## config.mk

```make
export PLATFORM = sky130hd
export DESIGN_NAME = synthesizer
export DESIGN_NICKNAME = d
export VERILOG_FILES = /design/src/synth_pkg.sv /design/src/reset_delay.sv /design/src/midi_decoder.sv /design/src/voice_allocator.sv /design/src/synth_regs.sv /design/src/synthesizer.sv
export VERILOG_INCLUDE_DIRS = /design/src
export SDC_FILE = /design/constraint.sdc
export NUM_CORES = 1
export LEC_CHECK = 0
export BUFFER_PORTS_ARGS = -buffer_cell sky130_fd_sc_hd__buf_4
export CORE_AREA = 2 2 114 116
export CTS_CLUSTER_SIZE = 30
export DETAILED_ROUTE_END_ITERATION = 6
export DIE_AREA = 0 0 116 118
export PLACE_DENSITY = 0.85
export REMOVE_ABC_BUFFERS = 1
export SYNTH_ARGS = -nofsm -noshare
export SYNTH_HDL_FRONTEND = slang
export SYNTH_SLANG_ARGS = --single-unit
```

## constraint.sdc

```tcl
create_clock -name CLOCK_50 -period 4.3 [get_ports CLOCK_50]
set_clock_uncertainty 0.05 [all_clocks]
set_input_delay 0.86 -clock CLOCK_50 [delete_from_list [all_inputs] [get_ports CLOCK_50]]
set_output_delay 0.86 -clock CLOCK_50 [all_outputs]
set_load 0.02 [all_outputs]
```

## src/synth_macros.svh

```systemverilog
////////////////////////////////////////////////////////////////////////////
// size constants for the MIDI voice controller, included by the package
// and by every module that needs a width or a reset value
////////////////////////////////////////////////////////////////////////////
`ifndef SYNTH_MACROS_SVH
`define SYNTH_MACROS_SVH

// number of voices in the pool
`define SYNTH_VOICES 8

// CPU word address width
`define SYNTH_ADDR_W 5

// internal reset stretch, in clock cycles after io_reset drops
`define SYNTH_RST_HOLD 4

// pitch latch reset value, bend wheel at center
`define SYNTH_PITCH_CENTER 14'h2000

`endif

```

## src/synth_pkg.sv

```systemverilog
////////////////////////////////////////////////////////////////////////////
// shared types for the MIDI voice controller
// modules pull these in with a wildcard import in their header
////////////////////////////////////////////////////////////////////////////
`include "synth_macros.svh"

package synth_pkg;

    typedef logic [`SYNTH_VOICES-1:0] voice_mask_t;   // one bit per voice
    typedef logic [6:0]               key_t;          // MIDI key number
    typedef logic [31:0]              reg_word_t;     // CPU data word

    // upper nibble of a status byte
    typedef enum logic [3:0] {
        cmd_note_off = 4'h8,
        cmd_note_on  = 4'h9,
        cmd_poly_at  = 4'hA,
        cmd_ctrl     = 4'hB,
        cmd_prog     = 4'hC,
        cmd_chan_at  = 4'hD,
        cmd_pitch    = 4'hE,
        cmd_system   = 4'hF
    } midi_cmd_e;

    // which data byte the parser expects next
    typedef enum logic [1:0] {
        st_idle,
        st_data1,
        st_data2
    } dec_state_e;

    typedef enum logic [`SYNTH_ADDR_W-1:0] {
        ra_channel = 0,
        ra_keys    = 1,
        ra_status  = 2,
        ra_pitch   = 3,
        ra_voice0  = 8    // voice v at ra_voice0 + v
    } reg_addr_e;

endpackage

```

## src/reset_delay.sv

```systemverilog
////////////////////////////////////////////////////////////////////////////
// stretches io_reset into sys_reset, held SYNTH_RST_HOLD cycles longer
////////////////////////////////////////////////////////////////////////////
`include "synth_macros.svh"

module reset_delay (
    input  logic CLOCK_50,
    input  logic io_reset,
    output logic sys_reset
);

    localparam int CNT_W = $clog2(`SYNTH_RST_HOLD + 1);

    logic [CNT_W-1:0] hold_cnt;

    always_ff @(posedge CLOCK_50) begin
        if (io_reset) begin
            hold_cnt  <= CNT_W'(`SYNTH_RST_HOLD);   // reload while held
            sys_reset <= 1'b1;
        end else begin
            if (hold_cnt != '0) begin
                hold_cnt <= hold_cnt - 1'b1;
            end
            sys_reset <= (hold_cnt != '0);
        end
    end

endmodule

```

## src/midi_decoder.sv

```systemverilog
////////////////////////////////////////////////////////////////////////////
// MIDI byte parser with running status and a channel filter
// emits registered note and pitch-bend pulses for the selected channel
////////////////////////////////////////////////////////////////////////////
`include "synth_macros.svh"

module midi_decoder import synth_pkg::*; (
    input  logic        CLOCK_50,
    input  logic        sys_reset,
    input  logic        midi_write,
    input  logic [7:0]  midi_byte,
    input  logic [3:0]  midi_ch,
    output logic        note_on,
    output logic        note_off,
    output key_t        event_key,
    output logic        pitch_cmd,
    output logic [13:0] pitch_val
);

    dec_state_e state;
    midi_cmd_e  run_cmd;      // running command
    logic [3:0] run_ch;       // running channel
    key_t       data1;        // first data byte of the message

    logic is_rt;
    logic is_common;
    logic is_status;
    logic one_data;
    logic ch_match;

    ////////////////////////////////////////////////////////////////////////////
    // byte classification
    ////////////////////////////////////////////////////////////////////////////

    assign is_rt     = (midi_byte[7:3] == 5'b11111);          // F8..FF
    assign is_common = (midi_byte[7:3] == 5'b11110);          // F0..F7
    assign is_status = midi_byte[7] && (midi_byte[7:4] != 4'hF);

    // program change and channel aftertouch carry a single data byte
    assign one_data = (run_cmd == cmd_prog) || (run_cmd == cmd_chan_at);
    assign ch_match = (run_ch == midi_ch);

    ////////////////////////////////////////////////////////////////////////////
    // parser FSM
    ////////////////////////////////////////////////////////////////////////////

    always_ff @(posedge CLOCK_50) begin
        note_on   <= 1'b0;    // pulses default low
        note_off  <= 1'b0;
        pitch_cmd <= 1'b0;

        if (sys_reset) begin
            state   <= st_idle;
            run_cmd <= cmd_system;
            run_ch  <= 4'h0;
        end else if (midi_write && !is_rt) begin
            if (is_status) begin
                run_cmd <= midi_cmd_e'(midi_byte[7:4]);
                run_ch  <= midi_byte[3:0];
                state   <= st_data1;
            end else if (is_common) begin
                // system common kills running status
                run_cmd <= cmd_system;
                state   <= st_idle;
            end else begin
                case (state)
                    st_data1: begin
                        data1 <= midi_byte[6:0];
                        if (!one_data) begin
                            state <= st_data2;
                        end
                    end
                    st_data2: begin
                        state <= st_data1;    // ready for the next pair
                        if (ch_match) begin
                            case (run_cmd)
                                cmd_note_on: begin
                                    // zero velocity means release
                                    note_on   <= (midi_byte[6:0] != 7'd0);
                                    note_off  <= (midi_byte[6:0] == 7'd0);
                                    event_key <= data1;
                                end
                                cmd_note_off: begin
                                    note_off  <= 1'b1;
                                    event_key <= data1;
                                end
                                cmd_pitch: begin
                                    pitch_cmd <= 1'b1;
                                    pitch_val <= {midi_byte[6:0], data1};   // msb byte second
                                end
                                default: ;
                            endcase
                        end
                    end
                    default: ;    // stray data in idle is dropped
                endcase
            end
        end
    end

endmodule

```

## src/voice_allocator.sv

```systemverilog
////////////////////////////////////////////////////////////////////////////
// voice table, note-on takes the lowest free voice, note-off frees by key
// keys stay stored after release so the CPU can still read them
////////////////////////////////////////////////////////////////////////////
`include "synth_macros.svh"

module voice_allocator import synth_pkg::*; (
    input  logic                       CLOCK_50,
    input  logic                       sys_reset,
    input  logic                       note_on,
    input  logic                       note_off,
    input  key_t                       event_key,
    input  logic                       clear_drop,
    output voice_mask_t                keys_on,
    output key_t [`SYNTH_VOICES-1:0]   voice_keys,
    output logic                       drop_sticky
);

    localparam int VIDX_W = $clog2(`SYNTH_VOICES);

    voice_mask_t       key_match;     // held voices playing event_key
    logic              any_free;
    logic [VIDX_W-1:0] free_idx;

    always_comb begin
        for (int v = 0; v < `SYNTH_VOICES; v++) begin
            key_match[v] = keys_on[v] && (voice_keys[v] == event_key);
        end
    end

    // priority search, walking down so the lowest index wins
    always_comb begin
        any_free = 1'b0;
        free_idx = '0;
        for (int v = `SYNTH_VOICES - 1; v >= 0; v--) begin
            if (!keys_on[v]) begin
                any_free = 1'b1;
                free_idx = VIDX_W'(v);
            end
        end
    end

    ////////////////////////////////////////////////////////////////////////////
    // table update
    ////////////////////////////////////////////////////////////////////////////

    always_ff @(posedge CLOCK_50) begin
        if (sys_reset) begin
            keys_on     <= '0;
            voice_keys  <= '0;
            drop_sticky <= 1'b0;
        end else begin
            if (clear_drop) begin
                drop_sticky <= 1'b0;
            end

            if (note_off) begin
                keys_on <= keys_on & ~key_match;   // release every match
            end else if (note_on && (key_match == '0)) begin
                if (any_free) begin
                    keys_on[free_idx]    <= 1'b1;
                    voice_keys[free_idx] <= event_key;
                end else begin
                    drop_sticky <= 1'b1;   // pool full, note lost
                end
            end
            // note_on on a held key is a retrigger, table unchanged
        end
    end

endmodule

```

## src/synth_regs.sv

```systemverilog
////////////////////////////////////////////////////////////////////////////
// CPU register bank: channel select, pitch latch and voice readback
////////////////////////////////////////////////////////////////////////////
`include "synth_macros.svh"

module synth_regs import synth_pkg::*; (
    input  logic                       CLOCK_50,
    input  logic                       sys_reset,
    input  logic                       chipselect,
    input  logic                       cpu_read,
    input  logic                       cpu_write,
    input  logic [`SYNTH_ADDR_W-1:0]   address,
    input  reg_word_t                  writedata,
    input  logic                       pitch_cmd,
    input  logic [13:0]                pitch_val,
    input  voice_mask_t                keys_on,
    input  key_t [`SYNTH_VOICES-1:0]   voice_keys,
    input  logic                       drop_sticky,
    output reg_word_t                  readdata,
    output logic [3:0]                 midi_ch,
    output logic                       clear_drop
);

    localparam int CNT_W  = $clog2(`SYNTH_VOICES + 1);
    localparam int VIDX_W = $clog2(`SYNTH_VOICES);

    logic                     rd_en;
    logic                     wr_en;
    logic [13:0]              pitch_lat;
    logic [CNT_W-1:0]         active_cnt;
    logic [`SYNTH_ADDR_W-1:0] voice_off;
    reg_word_t                rd_mux;

    assign rd_en      = chipselect && cpu_read;
    assign wr_en      = chipselect && cpu_write;
    assign clear_drop = rd_en && (address == ra_status);   // read clears sticky
    assign voice_off  = address - ra_voice0;

    always_comb begin
        active_cnt = '0;
        for (int v = 0; v < `SYNTH_VOICES; v++) begin
            active_cnt = active_cnt + CNT_W'(keys_on[v]);
        end
    end

    ////////////////////////////////////////////////////////////////////////////
    // read mux, unmapped words return zero
    ////////////////////////////////////////////////////////////////////////////

    always_comb begin
        rd_mux = '0;
        case (address)
            ra_channel: rd_mux[3:0] = midi_ch;
            ra_keys:    rd_mux[`SYNTH_VOICES-1:0] = keys_on;
            ra_status: begin
                rd_mux[CNT_W-1:0] = active_cnt;
                rd_mux[8]         = drop_sticky;
            end
            ra_pitch:   rd_mux[13:0] = pitch_lat;
            default: begin
                if ((address >= ra_voice0) && (voice_off < `SYNTH_VOICES)) begin
                    rd_mux[6:0] = voice_keys[voice_off[VIDX_W-1:0]];
                end
            end
        endcase
    end

    always_ff @(posedge CLOCK_50) begin
        if (sys_reset) begin
            midi_ch   <= 4'h0;
            pitch_lat <= `SYNTH_PITCH_CENTER;
            readdata  <= '0;
        end else begin
            if (wr_en && (address == ra_channel)) begin
                midi_ch <= writedata[3:0];   // only channel register is writable
            end
            if (pitch_cmd) begin
                pitch_lat <= pitch_val;
            end
            if (rd_en) begin
                readdata <= rd_mux;          // held until next read
            end
        end
    end

endmodule

```

## src/synthesizer.sv

```systemverilog
////////////////////////////////////////////////////////////////////////////
// top level of the MIDI voice controller, wires the four blocks together
////////////////////////////////////////////////////////////////////////////
`include "synth_macros.svh"

module synthesizer import synth_pkg::*; (
    input  logic                       CLOCK_50,
    input  logic                       io_reset,
    input  logic                       midi_write,
    input  logic [7:0]                 midi_byte,
    input  logic                       chipselect,
    input  logic                       cpu_read,
    input  logic                       cpu_write,
    input  logic [`SYNTH_ADDR_W-1:0]   address,
    input  reg_word_t                  writedata,
    output reg_word_t                  readdata,
    output voice_mask_t                keys_on
);

    logic                     sys_reset;
    logic                     note_on;
    logic                     note_off;
    key_t                     event_key;
    logic                     pitch_cmd;
    logic [13:0]              pitch_val;
    logic [3:0]               midi_ch;
    key_t [`SYNTH_VOICES-1:0] voice_keys;
    logic                     drop_sticky;
    logic                     clear_drop;

    reset_delay u_reset_delay (
        .CLOCK_50  (CLOCK_50),
        .io_reset  (io_reset),
        .sys_reset (sys_reset)
    );

    midi_decoder u_midi_decoder (
        .CLOCK_50  (CLOCK_50),
        .sys_reset (sys_reset),
        .midi_write(midi_write),
        .midi_byte (midi_byte),
        .midi_ch   (midi_ch),
        .note_on   (note_on),
        .note_off  (note_off),
        .event_key (event_key),
        .pitch_cmd (pitch_cmd),
        .pitch_val (pitch_val)
    );

    voice_allocator u_voice_allocator (
        .CLOCK_50    (CLOCK_50),
        .sys_reset   (sys_reset),
        .note_on     (note_on),
        .note_off    (note_off),
        .event_key   (event_key),
        .clear_drop  (clear_drop),
        .keys_on     (keys_on),
        .voice_keys  (voice_keys),
        .drop_sticky (drop_sticky)
    );

    synth_regs u_synth_regs (
        .CLOCK_50    (CLOCK_50),
        .sys_reset   (sys_reset),
        .chipselect  (chipselect),
        .cpu_read    (cpu_read),
        .cpu_write   (cpu_write),
        .address     (address),
        .writedata   (writedata),
        .pitch_cmd   (pitch_cmd),
        .pitch_val   (pitch_val),
        .keys_on     (keys_on),
        .voice_keys  (voice_keys),
        .drop_sticky (drop_sticky),
        .readdata    (readdata),
        .midi_ch     (midi_ch),
        .clear_drop  (clear_drop)
    );

endmodule

```

==> results of run 1 <==
==> layer usage <==
metal | share of wire [%] | GRT usage (%) | vias up
li1 | - | - | 2386
met1 | 40 | 33.38 | 2574
met2 | 50 | 43.49 | 233
met3 | 7.1 | 6.540 | 45
met4 | 3.2 | 12.80 | 0
met5 | 0 | 0 | -
==> per-stage QoR <==
stage                     hold slack (ps)  power, mW  utilization (%)
final                               402.2      2.915            63.85
after global routing                410.2      3.003            63.85
after CTS                           402.6      2.924            63.85
after detailed placement            386.6      1.659            59.75
after global placement              382.5      1.645            59.75
after floorplan                     371.5      1.573                -
==> cell type report <==
type                    count  share of cell area (%)
multi-input cells         467                   45.95
clock inverters            13                  0.9629
inverters                  22                   1.042
flip-flops and latches    142                   39.42
well taps                 172                   2.715
repair buffers             47                   4.451
clock buffers              19                   5.462
==> cells in the final DEF, fill, tap and decap left out, drive strengths merged, types with 3 or more instances in the layout <==
master	netlist	routed
o221ai	3	3
clkinv	0	8
mux4	18	18
inv	22	24
xor2	11	11
buf	34	47
nand2	19	19
ha	7	7
nor2b	3	3
o31ai	4	4
clkinvlp	0	3
nand4	19	19
nand3b	15	15
xnor2	51	51
dfxtp	114	114
a22oi	4	4
mux2i	75	75
nor2	48	48
clkbuf	23	19
nand2b	46	46
and2	5	5
conb	1	18
a21oi	22	22
nor4	5	5
edfxtp	28	28
fa	4	4
nor3	14	14
a211oi	3	3
and3	4	4
nand3	15	15
o21ai	33	33
or3	6	6
==> worst max path at each step <==
stage / start / endpoint / slack (ps) / depth (start not counted)
3_3_place_gp: u_voice_allocator.keys_on[0] / u_synth_regs.readdata[2] / 530 / 13
2_1_floorplan: u_voice_allocator.keys_on[0] / u_synth_regs.readdata[1] / 590 / 12
3_5_place_dp: u_voice_allocator.keys_on[0] / u_synth_regs.readdata[1] / 410 / 12
6_report: u_voice_allocator.keys_on[0] / u_synth_regs.readdata[1] / 310 / 12
5_1_grt: u_voice_allocator.keys_on[0] / u_synth_regs.readdata[1] / 160 / 12
4_1_cts: u_voice_allocator.keys_on[0] / u_synth_regs.readdata[1] / 320 / 12
==> flip-flops by register name, summed over array words and instances, names as in the netlist, 2 cells and up <==
name                          cells
u_synth_regs.pitch_lat           14
u_reset_delay.hold_cnt            3
u_midi_decoder.event_key          7
u_midi_decoder.pitch_val         14
u_synth_regs.readdata            14
u_midi_decoder.run_cmd            4
u_voice_allocator.keys_on         8
u_voice_allocator.voice_keys     56
u_midi_decoder.data1              7
u_synth_regs.midi_ch              4
u_midi_decoder.state              2
u_midi_decoder.run_ch             4
==> report_power, final <==
part	switching, mW	total, mW	leakage [nW]	internal [mW]
Sequential	0.0127	1.39	1.17	1.37
Combinational	0.157	0.249	1.40	0.0919
Clock	0.554	1.28	0.246	0.726
==> cells by family after synthesis <==
group,Yosys count
compound gates,77
xor+xnor,62
fa+ha+maj,11
buf+inv,79
flops,142
mux,94
other cells,1
simple gates,205
==> metrics.csv, run 1 <==
metric,value,unit
status,completed,
gr-total-overflow,0,
cts.htree.levels,4,
cp.required,4520,ps
max_stage_delay,550,ps
final_nets,759,
num_io_pins,91,
via_per_inst,5.939,
vdd_drop_max,304.1,µV
syn_inst,671,
synth_seq_cells,142,
worst-path-buf-inv,2,
place_area,0.007417,mm²
die_x,116,µm
fp.dieArea,0.01369,mm²
globalplace.congestion,0.9379,
holdCritPathClass,reg2reg,
syn_area,0.007123,mm²
drc,0,
clkSinkCount,142,
postLayoutCellArea,0.007926,mm²
hold_path_depth,0,
arrival,4210,ps
nFillCells,936,
vias,5238,
yosysUniqueCellTypes,60,
dp_cells,850,
critPathSlowestCell,dfxtp_1,
r2r_end,u_synth_regs.readdata[1],
cp_max_fo,10,
clock_latency,420,ps
synth.area.top_cells,"dfxtp_1 (32%), edfxtp_1 (12%), mux2i_1 (11%), xnor2_1 (5.9%), mux4_2 (5.7%)",
syn2layout_area_growth,11.28,%
pre_cts_slack,410.3,ps
cts_setup_buffers,0,
crit_family,adder cells,
r2r_start,u_voice_allocator.keys_on[0],
syn_avg_cell_area,10.62,µm²
setup_tns,0,ps
ctsResizeCount,0,
reg2regPathDepth,12,
seq_area,0.003124,mm²
holdPathEnd,u_midi_decoder.pitch_val[3],
grtUsageTotal,26.84,%
period_needed,3995,ps
grt_pass1_wl,28120,µm
drive_gt1_share,16.20,%
cts_root_buf,clkbuf_16,
cts_tree,done,
setup_viol,0,
timing.final.crit_share,92.91,%
rsz0062_at_grt,no,
first_iter_violations,595,
synth_top_area_cell,dfxtp_1,
power_density,367.8,mW/mm²
synthTopCellsByCount,"dfxtp_1 (114), mux2i_1 (75), nor2_1 (48), xnor2_1 (48), nand2b_1 (46)",
slew_headroom,24.94,%
start_kind,flop,
grt_pass1_vias,5321,
synthAdderAreaFrac,2.354,%
timing.max_cap.violations,0,
fmax,0.2503,GHz
leakagePower,2.818,nW
min_from,u_midi_decoder.data1[3],
crit_path_cell_trace,ha_1 -> inv_1 -> fa_1 -> fa_1 -> fa_1 -> inv_1 -> fa_1 -> mux4_2 -> mux2i_1 -> o21ai_0 -> a22oi_1 -> nor2_1,
numPortBuffers,44,
final_cells,882,
crit_type,reg2reg,
clk_path_buf_depth,2,
timing.final.ws_setup,305.0,ps
synthMuxAreaShare,16.39,%
synth_top_family_by_area,simple AND/OR/NAND/NOR gates,
synth-edff-count,28,
start_util,57.38,%
routed_wl,17360,µm
end_kind,flop,
finalMaxSlewViolations,0,
hold_viol_final,0,
synth-simple-area-share,16.69,%
async_reset_ff_share,0,%
core_area,0.01241,mm²
n_antenna_cell,0,
path_clk_slew,60,ps
multi_input_area,0.003642,mm²
yosys_warnings,0,
antenna_found_initial,0,
synth_seq_area_share,43.84,%
worst-r2r-setup-slack,310,ps
synth-compound-area-share,6.745,%
synth_ff_type,dfxtp_1,
wl_per_cell,19.68,µm
fp-row-count,41,
die_y,118,µm
cts-hold-fix-buffers,0,
synth.most_common_cell,dfxtp_1,
drt_pass1_iterations,5,
synth_top_area_share,32.04,%
antenna_left,0,
synth_xor_area_share,7.940,%
hpwl,11740,µm
crit_top_cell,fa_1,
grt_max_degree,115,
cts_inserted_buffers,17,
worst_pin_slew,1120,ps
Note: power is estimated with default switching activity, not from simulation.
==> inputs of run 2 (changes only) <==
--- a/config.mk
+++ b/config.mk
@@ -11,7 +11,7 @@
 export CTS_CLUSTER_SIZE = 30
 export DETAILED_ROUTE_END_ITERATION = 6
 export DIE_AREA = 0 0 116 118
-export PLACE_DENSITY = 0.85
+export PLACE_DENSITY = 0.79
 export REMOVE_ABC_BUFFERS = 1
 export SYNTH_ARGS = -nofsm -noshare
 export SYNTH_HDL_FRONTEND = slang
==> metrics.csv, run 2 (synthesis gave the netlist of run 1 again) <==
metric,value,unit,change
status,completed,,unchanged
finalMaxSlewViolations,0,,unchanged
setup_viol,0,,unchanged
cts_tree,done,,unchanged
clk_path_buf_depth,2,,unchanged
cts_inserted_buffers,17,,unchanged
fmax,0.2606,GHz,was 0.2503 GHz
antenna_found_initial,0,,unchanged
ctsResizeCount,0,,unchanged
fp.dieArea,0.01369,mm²,unchanged
vias,5106,,was 5238
fin_hold_ws,395.7,ps,was 402.2 ps
clock_latency,430,ps,was 420 ps
power_density,386.7,mW/mm²,was 367.8 mW/mm²
n_antenna_cell,0,,unchanged
seq_area,0.003124,mm²,unchanged
grt_max_degree,115,,unchanged
arrival,4070,ps,was 4210 ps
fp-row-count,41,,unchanged
gr-total-overflow,0,,unchanged
dp_cells,851,,was 850
timing.final.ws_setup,462.3,ps,was 305.0 ps
drt_pass1_iterations,5,,unchanged
numPortBuffers,44,,unchanged
nFillCells,960,,was 936
grt_pass1_wl,26390,µm,was 28120 µm
path_clk_slew,60,ps,about the same
start_kind,flop,,unchanged
timing.max_cap.violations,0,,unchanged
final_nets,760,,was 759
pre_cts_slack,502.4,ps,was 410.3 ps
period_needed,3838,ps,was 3995 ps
die_y,118,µm,unchanged
drive_gt1_share,16.74,%,was 16.20%
final_cells,883,,was 882
setup_tns,0,ps,unchanged
antenna_left,0,,unchanged
slew_headroom,26.24,%,was 24.94%
cts_root_buf,clkbuf_16,,unchanged
timing.final.crit_share,89.25,%,was 92.91%
globalplace.congestion,0.9256,,was 0.9379
syn2layout_area_growth,12.52,%,was 11.28%
place_area,0.007425,mm²,was 0.007417 mm²
final_common_cell,dfxtp_1,,unchanged
hold_path_depth,0,,unchanged
postLayoutCellArea,0.008015,mm²,was 0.007926 mm²
reg2regPathDepth,13,,was 12
cp_max_fo,8,,was 10
vdd_drop_max,240.3,µV,was 304.1 µV
start_util,57.38,%,unchanged
cp.required,4530,ps,was 4520 ps
cts_setup_buffers,0,,unchanged
grtUsageTotal,25.49,%,was 26.84%
wl_per_cell,18.96,µm,was 19.68 µm
drc,0,,unchanged
hold_viol_final,0,,unchanged
via_per_inst,5.783,,was 5.939
cts-hold-fix-buffers,0,,unchanged
end_kind,flop,,unchanged
worst_pin_slew,1100,ps,was 1120 ps
holdCritPathClass,reg2reg,,unchanged
largest_register_ffs,56,,unchanged
cts.htree.levels,4,,unchanged
crit_type,reg2reg,,unchanged
leakagePower,2.868,nW,was 2.818 nW
core_area,0.01241,mm²,unchanged
routed_wl,16740,µm,was 17360 µm
rsz0062_at_grt,no,,unchanged
multi_input_area,0.003642,mm²,unchanged
hpwl,11820,µm,was 11740 µm
final_cell_mix,"dfxtp_1 (113), mux2i_1 (75), nor2_1 (48), xnor2_1 (48), buf_4 (48)",,"was dfxtp_1 (113), mux2i_1 (75), nor2_1 (48), xnor2_1 (48), buf_4 (47)"
regMostFlops,u_voice_allocator.voice_keys,,unchanged
first_iter_violations,461,,was 595
num_io_pins,91,,unchanged
clkSinkCount,142,,unchanged
grt_pass1_vias,5119,,was 5321
die_x,116,µm,unchanged
[run 2: changes by cell type in the layout (fill, tap and decap cells not counted), sizes merged]
cell      change
clkinvlp      -2
buf           +1
inv           +2
clkbuf        +1
bufinv        +2
clkinv        -3
[run 2: final timing paths]
check / startpoint / endpoint / slack, ps
setup / recovery: u_voice_allocator.keys_on[1] / u_synth_regs.readdata[2] / 460
setup reg to reg: u_voice_allocator.keys_on[1] / u_synth_regs.readdata[2] / 460
hold reg to reg: u_midi_decoder.data1[1] / u_midi_decoder.pitch_val[1] / 400
hold / removal: u_midi_decoder.data1[1] / u_midi_decoder.pitch_val[1] / 400
[run 2: metal layers]
metal,share of wire (%),track usage [%],wire (µm)
met3,6.4,6.334,1074
met1,42,33.23,7040
met4,3.1,11.31,517
met2,48,39.95,8107
met5,0,0,0
[run 2: worst max-delay path, stage by stage (launching register included)]
cell and delay, ps:
dfxtp_1 470, ha_1 280, inv_1 70, fa_1 420, fa_1 510, fa_1 210, inv_1 60, fa_1 370
xor2_1 170, mux4_2 450, mux2i_1 270, o21ai_0 130, a22oi_1 170, nor2_1 60
[run 2: area by class of cell]
cell class | instances | area share [%]
Sequential cell | 142 | 38.98
Timing Repair Buffer | 48 | 4.496
Inverter | 22 | 1.030
Clock inverter | 12 | 1.655
Clock buffer | 20 | 5.713
Tap cell | 172 | 2.685
Multi-Input combinational cell | 467 | 45.44
[run 2: through the flow]
step | utilization, % | total power, mW
after global placement | 59.81 | 1.645
after detailed placement | 59.81 | 1.661
after CTS | 64.56 | 3.111
final | 64.56 | 3.099
after floorplan | - | 1.573
after global routing | 64.56 | 3.186
[run 2: power by group]
part           switching [mW]  internal, mW
registers              0.0125          1.37
clock network           0.575         0.891
logic                   0.156        0.0916
==> inputs of run 3 (changes only) <==
--- a/config.mk
+++ b/config.mk
@@ -11,7 +11,7 @@
 export CTS_CLUSTER_SIZE = 30
 export DETAILED_ROUTE_END_ITERATION = 6
 export DIE_AREA = 0 0 116 118
-export PLACE_DENSITY = 0.79
+export PLACE_DENSITY_LB_ADDON = 0.25
 export REMOVE_ABC_BUFFERS = 1
 export SYNTH_ARGS = -nofsm -noshare
 export SYNTH_HDL_FRONTEND = slang
==> metrics.csv, run 3 (synthesis gave the netlist of run 1 again) <==
metric,value,unit,change
clk_path_buf_depth,2,,unchanged
cp.required,4530,ps,about the same
holdCritPathClass,reg2reg,,unchanged
grt_pass1_wl,26110,µm,was 26390 µm
end_kind,flop,,unchanged
core_area,0.01241,mm²,unchanged
clock_latency,430,ps,about the same
cts-hold-fix-buffers,0,,unchanged
globalplace.congestion,0.9410,,was 0.9256
grtUsageTotal,25.20,%,was 25.49%
timing.max_cap.violations,0,,unchanged
arrival,4170,ps,was 4070 ps
regMostFlops,u_voice_allocator.voice_keys,,unchanged
fmax,0.2536,GHz,was 0.2606 GHz
fp-row-count,41,,unchanged
cp_max_fo,10,,was 8
first_iter_violations,602,,was 461
die_y,118,µm,unchanged
crit_cells,13,,unchanged
wl_per_cell,18.46,µm,was 18.96 µm
slew_headroom,29.69,%,was 26.24%
timing.final.crit_share,91.70,%,was 89.25%
start_kind,flop,,unchanged
crit_type,reg2reg,,unchanged
hpwl,11430,µm,was 11820 µm
nFillCells,977,,was 960
critPathSlowestCell,dfxtp_1,,was fa_1
routed_wl,16290,µm,was 16740 µm
setup_viol,0,,unchanged
drt_pass1_iterations,7,,was 5
power_density,374.2,mW/mm²,was 386.7 mW/mm²
vias,5046,,was 5106
rsz0062_at_grt,no,,unchanged
grt_max_degree,115,,unchanged
cts_setup_buffers,0,,unchanged
n_antenna_cell,0,,unchanged
max_stage_delay,540,ps,was 510 ps
crit_path_cell_trace,ha_1 -> inv_1 -> fa_1 -> fa_1 -> fa_1 -> inv_1 -> fa_1 -> xor2_1 -> mux4_2 -> mux2i_1 -> o21ai_0 -> a22oi_1 -> nor2_1,,unchanged
crit_family,adder cells,,unchanged
finalMaxSlewViolations,0,,unchanged
ctsResizeCount,0,,unchanged
period_needed,3943,ps,was 3838 ps
via_per_inst,5.721,,was 5.783
drive_gt1_share,16.20,%,was 16.74%
leakagePower,2.831,nW,was 2.868 nW
numPortBuffers,44,,unchanged
worst-r2r-setup-slack,360,ps,was 460 ps
worst-path-buf-inv,2,,unchanged
cts.htree.levels,4,,unchanged
num_io_pins,91,,unchanged
die_x,116,µm,unchanged
reg2regPathDepth,13,,unchanged
cts_root_buf,clkbuf_16,,unchanged
drc,0,,unchanged
largest_register_ffs,56,,unchanged
grt_pass1_vias,4955,,was 5119
cts_inserted_buffers,17,,unchanged
p_total,2.976,mW,was 3.099 mW
final_cell_mix,"dfxtp_1 (113), mux2i_1 (75), nor2_1 (48), xnor2_1 (48), buf_4 (47)",,"was dfxtp_1 (113), mux2i_1 (75), nor2_1 (48), xnor2_1 (48), buf_4 (48)"
setup_tns,0,ps,unchanged
hold_viol_final,0,,unchanged
clkSinkCount,142,,unchanged
start_util,57.38,%,unchanged
cts_tree,done,,unchanged
final_nets,759,,was 760
crit_top_cell,fa_1,,unchanged
fp.dieArea,0.01369,mm²,unchanged
gr-total-overflow,0,,unchanged
antenna_found_initial,0,,unchanged
path_clk_slew,60,ps,about the same
final_common_cell,dfxtp_1,,unchanged
antenna_left,0,,unchanged
syn2layout_area_growth,11.65,%,was 12.52%
seq_area,0.003124,mm²,unchanged
vdd_drop_max,322.4,µV,was 240.3 µV
worst_pin_slew,1049,ps,was 1100 ps
hold_path_depth,0,,unchanged
status,completed,,unchanged
multi_input_area,0.003642,mm²,unchanged
## run 3: cell types whose count changed in the layout (fill, tap and decap cells not counted), sizes merged
cell      delta
inv          -4
bufinv       -1
buf          -1
clkinv       +4
clkinvlp     +1
## run 3: worst reg2reg max path: cells and delay by family (launching register included)
family,cells,cell delay (ps)
adders and majority gates,5,1820
AOI/OAI and AO/OA,2,280
DFF,1,540
xor gates and xnor gates,1,170
buffers and inverters,2,130
muxes,2,740
and+or+nand+nor,1,60
## run 3: final cells by class
type                    count  area share [%]
flip-flops and latches    142           39.29
inverters                  22           1.038
repair buffers             47           4.437
clock buffers              20           5.491
clock inverters            12           1.243
well taps                 172           2.706
multi-input cells         467           45.80
## run 3: through the flow
step / cells / hold WS [ps] / area [µm²] / utilization (%) / setup WS, ps
3_3_place_gp: 850 / 376.5 / 7417 / 59.75 / 503.9
3_5_place_dp: 850 / 379.6 / 7417 / 59.75 / 398.7
5_1_grt: 882 / 403.4 / 7953 / 64.06 / 200.5
2_1_floorplan: 631 / 371.5 / 6843 / - / 591.3
4_1_cts: 882 / 394.2 / 7953 / 64.06 / 393.0
6_report: 882 / 395.3 / 7953 / 64.06 / 356.8
## run 3: worst paths after layout
| path | start | endpoint |
|---|---|---|
| worst min-delay path | u_midi_decoder.data1[3] | u_midi_decoder.event_key[3] |
| worst min register to register | u_midi_decoder.data1[3] | u_midi_decoder.event_key[3] |
| worst max register to register | u_voice_allocator.keys_on[0] | u_synth_regs.readdata[2] |
| worst max-delay path | u_voice_allocator.keys_on[0] | u_synth_regs.readdata[2] |
## run 3: where the power goes
part | internal (mW) | switching (mW) | total [mW]
clock network | 0.786 | 0.558 | 1.34
logic | 0.0920 | 0.154 | 0.246
registers | 1.37 | 0.0120 | 1.39
## run 3: layer usage
layer | track usage [%] | vias up | routed length, µm
met5 | 0 | - | 0
met4 | 9.896 | 0 | 422
met3 | 6.282 | 32 | 1095
met2 | 37.76 | 184 | 7500
met1 | 34.99 | 2446 | 7268
li1 | - | 2384 | -
